==> src/rv_pkg.sv <==
package rv_pkg;

  localparam int XLEN      = 32;
  localparam int NUM_REGS  = 32;
  localparam int REG_IDX_W = 5;

  typedef logic [XLEN-1:0]      word_t;
  typedef logic [REG_IDX_W-1:0] reg_idx_t;

  localparam word_t PC_STEP = 32'd4;

  // Major opcodes kept by this core
  typedef enum logic [6:0] {
    OP_LUI      = 7'b0110111,
    OP_AUIPC    = 7'b0010111,
    OP_IMM      = 7'b0010011,
    OP_REG      = 7'b0110011,
    OP_BRANCH   = 7'b1100011,
    OP_JAL      = 7'b1101111,
    OP_JALR     = 7'b1100111,
    OP_MISC_MEM = 7'b0001111,
    OP_SYSTEM   = 7'b1110011
  } opcode_e;

  typedef enum logic [3:0] {
    ALU_ADD,
    ALU_SUB,
    ALU_SLL,
    ALU_SLT,
    ALU_SLTU,
    ALU_XOR,
    ALU_SRL,
    ALU_SRA,
    ALU_OR,
    ALU_AND,
    ALU_PASS_B
  } alu_op_e;

  // funct7 selects SUB and SRA when bit 5 is set
  localparam logic [6:0] FUNCT7_BASE = 7'b0000000;
  localparam logic [6:0] FUNCT7_ALT  = 7'b0100000;

  // ALU funct3 codes
  localparam logic [2:0] F3_ADD  = 3'b000;
  localparam logic [2:0] F3_SLL  = 3'b001;
  localparam logic [2:0] F3_SLT  = 3'b010;
  localparam logic [2:0] F3_SLTU = 3'b011;
  localparam logic [2:0] F3_XOR  = 3'b100;
  localparam logic [2:0] F3_SR   = 3'b101;
  localparam logic [2:0] F3_OR   = 3'b110;
  localparam logic [2:0] F3_AND  = 3'b111;

  // Branch funct3 codes
  localparam logic [2:0] F3_BEQ  = 3'b000;
  localparam logic [2:0] F3_BNE  = 3'b001;
  localparam logic [2:0] F3_BLT  = 3'b100;
  localparam logic [2:0] F3_BGE  = 3'b101;
  localparam logic [2:0] F3_BLTU = 3'b110;
  localparam logic [2:0] F3_BGEU = 3'b111;

  typedef struct packed {
    reg_idx_t   rs1;
    reg_idx_t   rs2;
    reg_idx_t   rd;
    logic       we;
    alu_op_e    alu_op;
    logic       a_is_pc;
    logic       b_is_imm;
    logic       branch;
    logic [2:0] br_funct3;
    logic       jal;
    logic       jalr;
    logic       link;
    logic       halt;
    word_t      imm;
  } ctrl_t;

  typedef struct packed {
    logic     we;
    reg_idx_t rd;
    word_t    data;
  } retire_t;

endpackage

==> src/rv_decoder.sv <==
`timescale 1ns/1ps

module rv_decoder (
  input  rv_pkg::word_t i_insn,
  output rv_pkg::ctrl_t o_ctrl
);
  import rv_pkg::*;

  opcode_e    opcode;
  logic [6:0] funct7;
  logic [2:0] funct3;
  word_t      imm_i;
  word_t      imm_u;
  word_t      imm_b;
  word_t      imm_j;
  logic       funct7_alt;
  logic       funct7_base;

  // Shared funct3 to ALU mapping for reg-imm and reg-reg
  function automatic alu_op_e alu_from_funct3(input logic [2:0] f3, input logic alt);
    alu_op_e op;
    case (f3)
      F3_ADD:  op = alt ? ALU_SUB : ALU_ADD;
      F3_SLL:  op = ALU_SLL;
      F3_SLT:  op = ALU_SLT;
      F3_SLTU: op = ALU_SLTU;
      F3_XOR:  op = ALU_XOR;
      F3_SR:   op = alt ? ALU_SRA : ALU_SRL;
      F3_OR:   op = ALU_OR;
      default: op = ALU_AND;
    endcase
    return op;
  endfunction

  assign opcode      = opcode_e'(i_insn[6:0]);
  assign funct7      = i_insn[31:25];
  assign funct3      = i_insn[14:12];
  assign funct7_alt  = (funct7 == FUNCT7_ALT);
  assign funct7_base = (funct7 == FUNCT7_BASE);

  // Immediates, all sign-extended from bit 31
  assign imm_i = {{20{i_insn[31]}}, i_insn[31:20]};
  assign imm_u = {i_insn[31:12], 12'b0};
  assign imm_b = {{19{i_insn[31]}}, i_insn[31], i_insn[7], i_insn[30:25], i_insn[11:8], 1'b0};
  assign imm_j = {{11{i_insn[31]}}, i_insn[31], i_insn[19:12], i_insn[20],
                  i_insn[30:21], 1'b0};

  always_comb begin
    o_ctrl           = '0;
    o_ctrl.rs1       = i_insn[19:15];
    o_ctrl.rs2       = i_insn[24:20];
    o_ctrl.rd        = i_insn[11:7];
    o_ctrl.alu_op    = ALU_ADD;
    o_ctrl.br_funct3 = funct3;
    o_ctrl.imm       = imm_i;

    case (opcode)
      OP_LUI: begin
        o_ctrl.we       = 1'b1;
        o_ctrl.alu_op   = ALU_PASS_B;
        o_ctrl.b_is_imm = 1'b1;
        o_ctrl.imm      = imm_u;
      end
      OP_AUIPC: begin
        o_ctrl.we       = 1'b1;
        o_ctrl.a_is_pc  = 1'b1;
        o_ctrl.b_is_imm = 1'b1;
        o_ctrl.imm      = imm_u;
      end
      OP_IMM: begin
        o_ctrl.b_is_imm = 1'b1;
        // Only the shifts look at funct7
        o_ctrl.alu_op   = alu_from_funct3(funct3, (funct3 == F3_SR) && funct7_alt);
        if (funct3 == F3_SLL) begin
          o_ctrl.we = funct7_base;
        end else if (funct3 == F3_SR) begin
          o_ctrl.we = funct7_base || funct7_alt;
        end else begin
          o_ctrl.we = 1'b1;
        end
      end
      OP_REG: begin
        o_ctrl.alu_op = alu_from_funct3(funct3, funct7_alt);
        o_ctrl.we     = funct7_base || (funct7_alt && (funct3 == F3_ADD || funct3 == F3_SR));
      end
      OP_BRANCH: begin
        o_ctrl.imm    = imm_b;
        // Compare mode follows funct3 bit 1 (unsigned for bltu and bgeu)
        o_ctrl.alu_op = funct3[1] ? ALU_SLTU : ALU_SLT;
        o_ctrl.branch = (funct3 != F3_SLT) && (funct3 != F3_SLTU);
      end
      OP_JAL: begin
        o_ctrl.we   = 1'b1;
        o_ctrl.jal  = 1'b1;
        o_ctrl.link = 1'b1;
        o_ctrl.imm  = imm_j;
      end
      OP_JALR: begin
        if (funct3 == 3'b000) begin
          o_ctrl.we   = 1'b1;
          o_ctrl.jalr = 1'b1;
          o_ctrl.link = 1'b1;
        end
      end
      OP_MISC_MEM: begin
        // FENCE retires as a no-op
        o_ctrl.we = 1'b0;
      end
      OP_SYSTEM: begin
        o_ctrl.halt = (i_insn[31:7] == 25'd0);
      end
      default: begin
        o_ctrl.we = 1'b0;
      end
    endcase

    // x0 is never written, so the retire record shows no write
    if (o_ctrl.rd == '0) begin
      o_ctrl.we = 1'b0;
    end
  end

endmodule

==> src/rv_regfile.sv <==
`timescale 1ns/1ps

module rv_regfile (
  input  logic             clk,
  input  logic             rst,
  input  rv_pkg::reg_idx_t i_rs1,
  input  rv_pkg::reg_idx_t i_rs2,
  input  rv_pkg::retire_t  i_wr,
  output rv_pkg::word_t    o_rs1_data,
  output rv_pkg::word_t    o_rs2_data
);
  import rv_pkg::*;

  // Only x1..x31 have storage
  word_t regs [1:NUM_REGS-1];

  // Combinational reads where x0 reads as zero
  always_comb begin
    if (i_rs1 == '0) begin
      o_rs1_data = '0;
    end else begin
      o_rs1_data = regs[i_rs1];
    end
    if (i_rs2 == '0) begin
      o_rs2_data = '0;
    end else begin
      o_rs2_data = regs[i_rs2];
    end
  end

  always_ff @(posedge clk) begin
    if (rst) begin
      for (int i = 1; i < NUM_REGS; i++) begin
        regs[i] <= '0;
      end
    end else if (i_wr.we && (i_wr.rd != '0)) begin
      regs[i_wr.rd] <= i_wr.data;
    end
  end

endmodule

==> src/rv_alu.sv <==
`timescale 1ns/1ps

module rv_alu (
  input  rv_pkg::alu_op_e i_op,
  input  rv_pkg::word_t   i_a,
  input  rv_pkg::word_t   i_b,
  output rv_pkg::word_t   o_result,
  output logic            o_lt,
  output logic            o_eq
);
  import rv_pkg::*;

  logic [4:0] shamt;
  logic       lt_signed;
  logic       lt_unsigned;
  word_t      sum;
  word_t      diff;

  assign shamt       = i_b[4:0];
  assign sum         = i_a + i_b;
  assign diff        = i_a - i_b;
  assign lt_signed   = $signed(i_a) < $signed(i_b);
  assign lt_unsigned = i_a < i_b;

  // Compare outputs feed the branch decision
  assign o_lt = (i_op == ALU_SLTU) ? lt_unsigned : lt_signed;
  assign o_eq = (i_a == i_b);

  always_comb begin
    case (i_op)
      ALU_ADD: begin
        o_result = sum;
      end
      ALU_SUB: begin
        o_result = diff;
      end
      ALU_SLL: begin
        o_result = i_a << shamt;
      end
      ALU_SLT: begin
        o_result = {{(XLEN-1){1'b0}}, lt_signed};
      end
      ALU_SLTU: begin
        o_result = {{(XLEN-1){1'b0}}, lt_unsigned};
      end
      ALU_XOR: begin
        o_result = i_a ^ i_b;
      end
      ALU_SRL: begin
        o_result = i_a >> shamt;
      end
      ALU_SRA: begin
        o_result = word_t'($signed(i_a) >>> shamt);
      end
      ALU_OR: begin
        o_result = i_a | i_b;
      end
      ALU_AND: begin
        o_result = i_a & i_b;
      end
      default: begin
        // LUI passes the U immediate straight through
        o_result = i_b;
      end
    endcase
  end

endmodule

==> src/rv_pc_unit.sv <==
`timescale 1ns/1ps

module rv_pc_unit (
  input  logic          clk,
  input  logic          rst,
  input  rv_pkg::ctrl_t i_ctrl,
  input  rv_pkg::word_t i_rs1_data,
  input  logic          i_lt,
  input  logic          i_eq,
  output rv_pkg::word_t o_pc,
  output rv_pkg::word_t o_link,
  output logic          o_halt
);
  import rv_pkg::*;

  word_t pc_q;
  word_t pc_next;
  word_t pc_plus_imm;
  word_t jalr_sum;
  logic  br_taken;

  assign o_pc        = pc_q;
  assign o_link      = pc_q + PC_STEP;
  assign o_halt      = i_ctrl.halt;
  assign pc_plus_imm = pc_q + i_ctrl.imm;
  assign jalr_sum    = i_rs1_data + i_ctrl.imm;

  always_comb begin
    case (i_ctrl.br_funct3)
      F3_BEQ:  br_taken = i_eq;
      F3_BNE:  br_taken = !i_eq;
      F3_BLT:  br_taken = i_lt;
      F3_BGE:  br_taken = !i_lt;
      F3_BLTU: br_taken = i_lt;
      F3_BGEU: br_taken = !i_lt;
      default: br_taken = 1'b0;
    endcase
  end

  // Halt holds the PC so ECALL keeps being presented
  always_comb begin
    if (i_ctrl.halt) begin
      pc_next = pc_q;
    end else if (i_ctrl.jal) begin
      pc_next = pc_plus_imm;
    end else if (i_ctrl.jalr) begin
      pc_next = {jalr_sum[XLEN-1:1], 1'b0};
    end else if (i_ctrl.branch && br_taken) begin
      pc_next = pc_plus_imm;
    end else begin
      pc_next = o_link;
    end
  end

  always_ff @(posedge clk) begin
    if (rst) begin
      pc_q <= '0;
    end else begin
      pc_q <= pc_next;
    end
  end

endmodule

==> src/rv_core.sv <==
`timescale 1ns/1ps

module rv_core (
  input  logic            clk,
  input  logic            rst,
  input  rv_pkg::word_t   i_insn,
  output rv_pkg::word_t   o_pc,
  output rv_pkg::retire_t o_retire,
  output logic            o_halt
);
  import rv_pkg::*;

  ctrl_t   ctrl;
  word_t   rs1_data;
  word_t   rs2_data;
  word_t   alu_a;
  word_t   alu_b;
  word_t   alu_result;
  word_t   link;
  logic    alu_lt;
  logic    alu_eq;
  retire_t retire;

  rv_decoder u_decoder (
    .i_insn (i_insn),
    .o_ctrl (ctrl)
  );

  rv_regfile u_regfile (
    .clk        (clk),
    .rst        (rst),
    .i_rs1      (ctrl.rs1),
    .i_rs2      (ctrl.rs2),
    .i_wr       (retire),
    .o_rs1_data (rs1_data),
    .o_rs2_data (rs2_data)
  );

  // Operand muxes select the PC for AUIPC and the immediate for I and U forms
  assign alu_a = ctrl.a_is_pc ? o_pc : rs1_data;
  assign alu_b = ctrl.b_is_imm ? ctrl.imm : rs2_data;

  rv_alu u_alu (
    .i_op     (ctrl.alu_op),
    .i_a      (alu_a),
    .i_b      (alu_b),
    .o_result (alu_result),
    .o_lt     (alu_lt),
    .o_eq     (alu_eq)
  );

  rv_pc_unit u_pc_unit (
    .clk        (clk),
    .rst        (rst),
    .i_ctrl     (ctrl),
    .i_rs1_data (rs1_data),
    .i_lt       (alu_lt),
    .i_eq       (alu_eq),
    .o_pc       (o_pc),
    .o_link     (link),
    .o_halt     (o_halt)
  );

  // Jumps write the return address and everything else the ALU result
  assign retire.we   = ctrl.we;
  assign retire.rd   = ctrl.rd;
  assign retire.data = ctrl.link ? link : alu_result;

  assign o_retire = retire;

endmodule

==> config.mk <==
export PLATFORM = sky130hd
export DESIGN_NAME = rv_core
export DESIGN_NICKNAME = d
export VERILOG_FILES = /design/src/rv_pkg.sv /design/src/rv_decoder.sv /design/src/rv_regfile.sv /design/src/rv_alu.sv /design/src/rv_pc_unit.sv /design/src/rv_core.sv
export SDC_FILE = /design/constraint.sdc
export NUM_CORES = 2
export LEC_CHECK = 0
export BUFFER_PORTS_ARGS = -buffer_cell sky130_fd_sc_hd__buf_2
export CAP_MARGIN = 20
export CELL_PAD_IN_SITES_DETAIL_PLACEMENT = 0
export CELL_PAD_IN_SITES_GLOBAL_PLACEMENT = 1
export CORE_ASPECT_RATIO = 1.1
export CORE_MARGIN = 4
export CORE_UTILIZATION = 40
export DETAILED_ROUTE_END_ITERATION = 12
export PLACE_DENSITY = 0.75
export RECOVER_POWER = 100
export SYNTH_ARGS = -nofsm -noshare
export SYNTH_HDL_FRONTEND = slang
export SYNTH_HIERARCHICAL = 1
export SYNTH_SLANG_ARGS = --single-unit
export TNS_END_PERCENT = 100
==> constraint.sdc <==
create_clock -name clk -period 21.2 [get_ports clk]
set_input_delay 2.12 -clock clk [delete_from_list [all_inputs] [get_ports clk]]
set_output_delay 2.12 -clock clk [all_outputs]
set_load 0.1 [all_outputs]
After elaboration in Yosys (flattened, before gate mapping)
Memories as Yosys holds them, arrays and structs flattened.
Cells that the tools add are included.
Storage, ports and cells
  word-level logic and storage cells: 108
  input bits: 34
  output and inout bits: 71
  register bits after elaboration: 32
  memories kept: 1
  memory bits (writable): 992
Cells by class
  muxes and demuxes: 41
  $lt $le $gt $ge: 2
  add/sub/neg operators: 5
  reductions and logical operators: 24
  bitwise logic cells: 3
  shifts and indexed selects: 3
  equal/unequal tests: 28
Memories
  u_regfile.regs: depth 31, width 32, rd ports 2, clocked after memory_dff 0, write ports 31, RTL line rv_regfile.sv:15  | word_t regs [1:NUM_REGS-1];
Operators with widths (count)
  $pmux 32 s10: 1
  $mux 32: 9
  $add 32x32->32: 3
  $pmux 31 s3: 1
  $lt 32x32->1: 2
  $pmux 4 s7: 2
  $add 32x3->32 const B: 1
  $and 32x32->32: 1
  $eq 32x32->1: 1
  $or 32x32->32: 1
  $reduce_or 32->1: 1
  $shl 32x5->32: 1
  $shr 32x5->32: 1
  $sshr 32x5->32: 1
  $sub 32x32->32: 1
  $xor 32x32->32: 1
  $eq 7x7->1 const B: 4
  $logic_not 25->1: 1
  $eq 7x6->1 const B: 3
  $mux 1: 21
  $eq 4x3->1 const B: 4
  $pmux 4 s4: 1
  $logic_not 5->1: 3
  $eq 7x5->1 const B: 2
  other kinds (21): 39

Longest topological paths before layout
  depth after elaboration: 13
  mapped depth: 35
  gate-level depth less buffers: 25

Hierarchy
Netlist, hierarchy kept.
Modules (own cells, without submodules)
  rv_regfile: area each 54225.8 um2, instances 1, cells each 3500
  rv_alu: area each 8599.5 um2, instances 1, cells each 1204
  rv_pc_unit: area each 5429.0 um2, instances 1, cells each 746
  rv_core: area each 1632.8 um2, instances 1, cells each 108
  rv_decoder: area each 820.8 um2, instances 1, cells each 123

Least setup slack after synthesis
OpenSTA, ideal clock, no wires.
  path type: input port to output port
  start: input port i_insn[22]
  end: output port o_retire[18] in the netlist's numbering
  buffers on the path: 8
  stages on the path: 24
  data required time: 19.080 ns
  arrival time: 7.787 ns
  setup slack: 11.293 ns
  cells stage by stage: buf_4 buf_2 buf_2 clkbuf_1 mux4_2 mux4_2 o22ai_1 nor3_1 mux2_4 clkbuf_1 inv_2 buf_1 clkbuf_1 ha_1 buf_2 a21o_1 a221oi_2 a2bb2oi_1 o211a_1 and3_1 or4_1 a311oi_1 nor3_1 mux2_4
RTL lines
  from (decl): RTL line rv_core.sv:6  | input rv_pkg::word_t i_insn,
  to (decl): RTL line rv_core.sv:8  | output rv_pkg::retire_t o_retire,

==> flow_metrics.env <==
export IMPL_status="complete, but fails checks"
export IMPL_failed_checks="DRC, capacitance limit, slew limit"
export IMPL_final_antenna_net_count=0
export IMPL_vdd_ir_drop_max_mv=0.0733
export IMPL_synth_flop_cell="sky130_fd_sc_hd__edfxtp_1"
export IMPL_start_util=0.403
export IMPL_layout_cells_most_common="sky130_fd_sc_hd__edfxtp_1"
export IMPL_detail_route_vias_per_cell=6.61
export IMPL_post_route_drc_count=2
export IMPL_post_cts_resized_instances=0
export IMPL_num_nets_final=5746
export IMPL_netlist_top_cells_area="sky130_fd_sc_hd__edfxtp_1, sky130_fd_sc_hd__mux4_2, sky130_fd_sc_hd__and2_1"
export IMPL_netlist_area_leader_share=0.435
export IMPL_hpwl_um=187000
export IMPL_maxSlewHeadroom=-1.42
export IMPL_yosys_warnings=6
export IMPL_coreArea_um2=175000
export IMPL_grt_remaining_overflow=0
export IMPL_synth_sequential_area_ratio=0.444
export IMPL_worstPathArrival_ns=14.64
export IMPL_place_gp_congestion=1.01
export IMPL_cts_path_max_buffers=3
export IMPL_routed_via_count=52983
export IMPL_final_setup_viol_count=0
export IMPL_boundaryPins=105
export IMPL_unrepaired_setup_endpoints_after_global_routing="false"
export IMPL_first_global_vias=51636
export IMPL_post_route_cells_drive_above_1_share=0.188
export IMPL_drv_cap=63
export IMPL_worst_ep_required_time_ns=19.08
export IMPL_tritoncts_num_sinks=1056
export IMPL_max_freq_mhz=59.7
export IMPL_postCtsSetupRepairBufs=0
export IMPL_worst_path_max_fanout=58
export IMPL_synth_edf_count=1024
export IMPL_route_detailed_wl_per_inst_um=34.8
export IMPL_worst_setup_path_type="in -> out"
export IMPL_firstDrtPassIters=12
export IMPL_max_slew_worst_pin_slew_ns=3.63
export IMPL_cellLeakagePower_nw=27.3
export IMPL_die_y_um=449
export IMPL_row_count=161
export IMPL_final_layout_setup_total_negative_slack_ns=0
export IMPL_holdCritPathClass="reg -> reg"
export IMPL_final_min_period_over_clock_period=0.791
export IMPL_syn2layout_area_growth_pct=7.96
export IMPL_number_of_antenna_violations_at_the_first_check_in_global_routing=18
export IMPL_worstSetupStartpointType="input pin"
export IMPL_detail_route_iter0_violations=7261
export IMPL_clk_pin_slew_worst_paths_ns=0.07
export IMPL_numCtsBuffers=113
export IMPL_place_port_buffers=104
export IMPL_report_final_slew_viol_count=1675
export IMPL_die_width_um=409
export IMPL_hold_violations=0
export IMPL_clk_insertion_delay_late_ns=0.77
export IMPL_grt_pass1_wl_um=390000
export IMPL_layout_skew_ns=0.0728
export IMPL_dieArea_um2=184000
export IMPL_power_per_cell_area_nw_per_um2=81.0
export IMPL_finish_utilization=0.435
export IMPL_area_of_the_mapped_netlist_um2=70700
export IMPL_grt_start_max_net_pins=71
export IMPL_final_cell_mix="sky130_fd_sc_hd__edfxtp_1, sky130_fd_sc_hd__and2_1, sky130_fd_sc_hd__mux4_2"
export IMPL_ctsHtreeMaxLevel=3
export IMPL_holdBufCountCts=0
export IMPL_worst_setup_path_end_kind="output port"
export IMPL_postSynthAreaPerCell_um2=12.4
export IMPL_globalRouteTotalUtil=0.294
export IMPL_clock_root_buffer="sky130_fd_sc_hd__clkbuf_16"
export IMPL_post_synth_inst_count=5681
export IMPL_ffs_latches_synth=1056
export IMPL_post_synth_num_cell_types=105
export IMPL_total_wire_length_after_detailed_routing_um=279000
export IMPL_asyncSetResetFlopFracSynth=0
export IMPL_tritoncts_clock_tree="done"
export IMPL_yosysTopAreaCell="sky130_fd_sc_hd__edfxtp_1"
export IMPL_fin_crit_ns=16.76
[through the flow]
step	worst slack [ns]	hold slack (ns)	instance area, µm²	cells	power, mW
6_report	4.44	0.645	76300	8015	6.18
5_1_grt	3.86	0.664	76300	8002	6.38
4_1_cts	8.14	0.631	76700	7996	6.18
3_5_place_dp	8.16	0.619	73200	7791	4.26
3_3_place_gp	8.19	0.606	73100	7784	4.25
2_1_floorplan	11.29	0.479	70800	5712	3.69
[metal layers]
| metal | wire length (µm) | track usage |
|---|---|---|
| met1 | 101000 | 0.373 |
| met2 | 128000 | 0.469 |
| met3 | 32500 | 0.0711 |
| met4 | 17200 | 0.150 |
| met5 | 36 | 0 |
[registers in the layout (all words and copies together) (netlist names)]
| signal | flops |
|---|---|
| u_pc_unit/o_pc | 32 |
| u_regfile/regs | 1024 |
[worst max-delay path: stages]
cell and delay, ns:
sky130_fd_sc_hd__buf_8 0.42, sky130_fd_sc_hd__clkbuf_1 2.59, sky130_fd_sc_hd__buf_4 0.93, sky130_fd_sc_hd__mux4_2 0.33, sky130_fd_sc_hd__mux2_2 0.15, sky130_fd_sc_hd__o22ai_1 0.18
sky130_fd_sc_hd__nor3_1 0.58, sky130_fd_sc_hd__mux2_1 1.36, sky130_fd_sc_hd__inv_1 0.82, sky130_fd_sc_hd__fa_1 0.68, sky130_fd_sc_hd__a21oi_1 0.35, sky130_fd_sc_hd__o311ai_0 0.39
sky130_fd_sc_hd__and3_1 0.43, sky130_fd_sc_hd__o21ai_0 0.45, sky130_fd_sc_hd__nand3_1 0.20, sky130_fd_sc_hd__a31oi_1 0.32, sky130_fd_sc_hd__nor2_1 0.07, sky130_fd_sc_hd__o41ai_1 0.58
sky130_fd_sc_hd__mux2_4 0.53, sky130_fd_sc_hd__clkbuf_1 0.90
[Yosys cell counts (all sizes together) (49+ instances only)]
cell / instances
a21oi: 218
o22ai: 121
o21ai: 150
and2: 1005
mux2i: 206
nor2: 244
a221oi: 49
edfxtp: 1024
xnor2: 63
clkbuf: 357
inv: 111
nor3: 104
nand3: 51
a2111oi: 63
mux4: 529
buf: 196
nand2: 154
ha: 159
a21o: 73
a22o: 55
mux2: 136
[cell type report]
type	count	area (µm²)
flip-flops and latches	1056	31400
well taps	2363	2960
multi-input cells	3987	36400
inverters	116	435
fillers	15967	99100
repair buffers	275	1580
clock inverters	71	644
clock buffers	134	2910
diodes	13	32.5
[power breakdown]
group	leakage [nW]	switching, mW	internal, mW	total (mW)
clock	1.72	0.871	1.07	1.94
combinational	14.7	1.30	0.515	1.82
sequential	10.8	0.0470	2.38	2.43
total	27.3	2.22	3.96	6.18
[path summary, 6_finish.rpt]
| path | start | end | slack (ns) | depth (start not counted) |
|---|---|---|---|---|
| worst max register to register | u_regfile/regs[24][1] | u_pc_unit/o_pc[28] | 10.87 | 23 |
| worst min register to register | u_pc_unit/o_pc[4] | u_pc_unit/o_pc[4] | 0.65 | 2 |
| worst max-delay path | i_insn[21] | o_retire[0] | 4.44 | 20 |
| worst min-delay path | u_pc_unit/o_pc[4] | u_pc_unit/o_pc[4] | 0.65 | 2 |
[cell families (layout without fill, tap and decap cells)]
| kind of cell | after synthesis | after routing | share of synthesized area |
|---|---|---|---|
| mux | 871 | 871 | 0.224 |
| xor+xnor | 90 | 90 | 0.0111 |
| fa+ha+maj | 163 | 163 | 0.0293 |
| buf+inv | 669 | 596 | 0.0451 |
| compound gates | 1012 | 1012 | 0.0997 |
| flops | 1056 | 1056 | 0.444 |
| simple gates | 1819 | 1819 | 0.147 |
| other cells | 1 | 45 | 0.0000530 |
No activity file was read; power rests on OpenSTA's default activity.
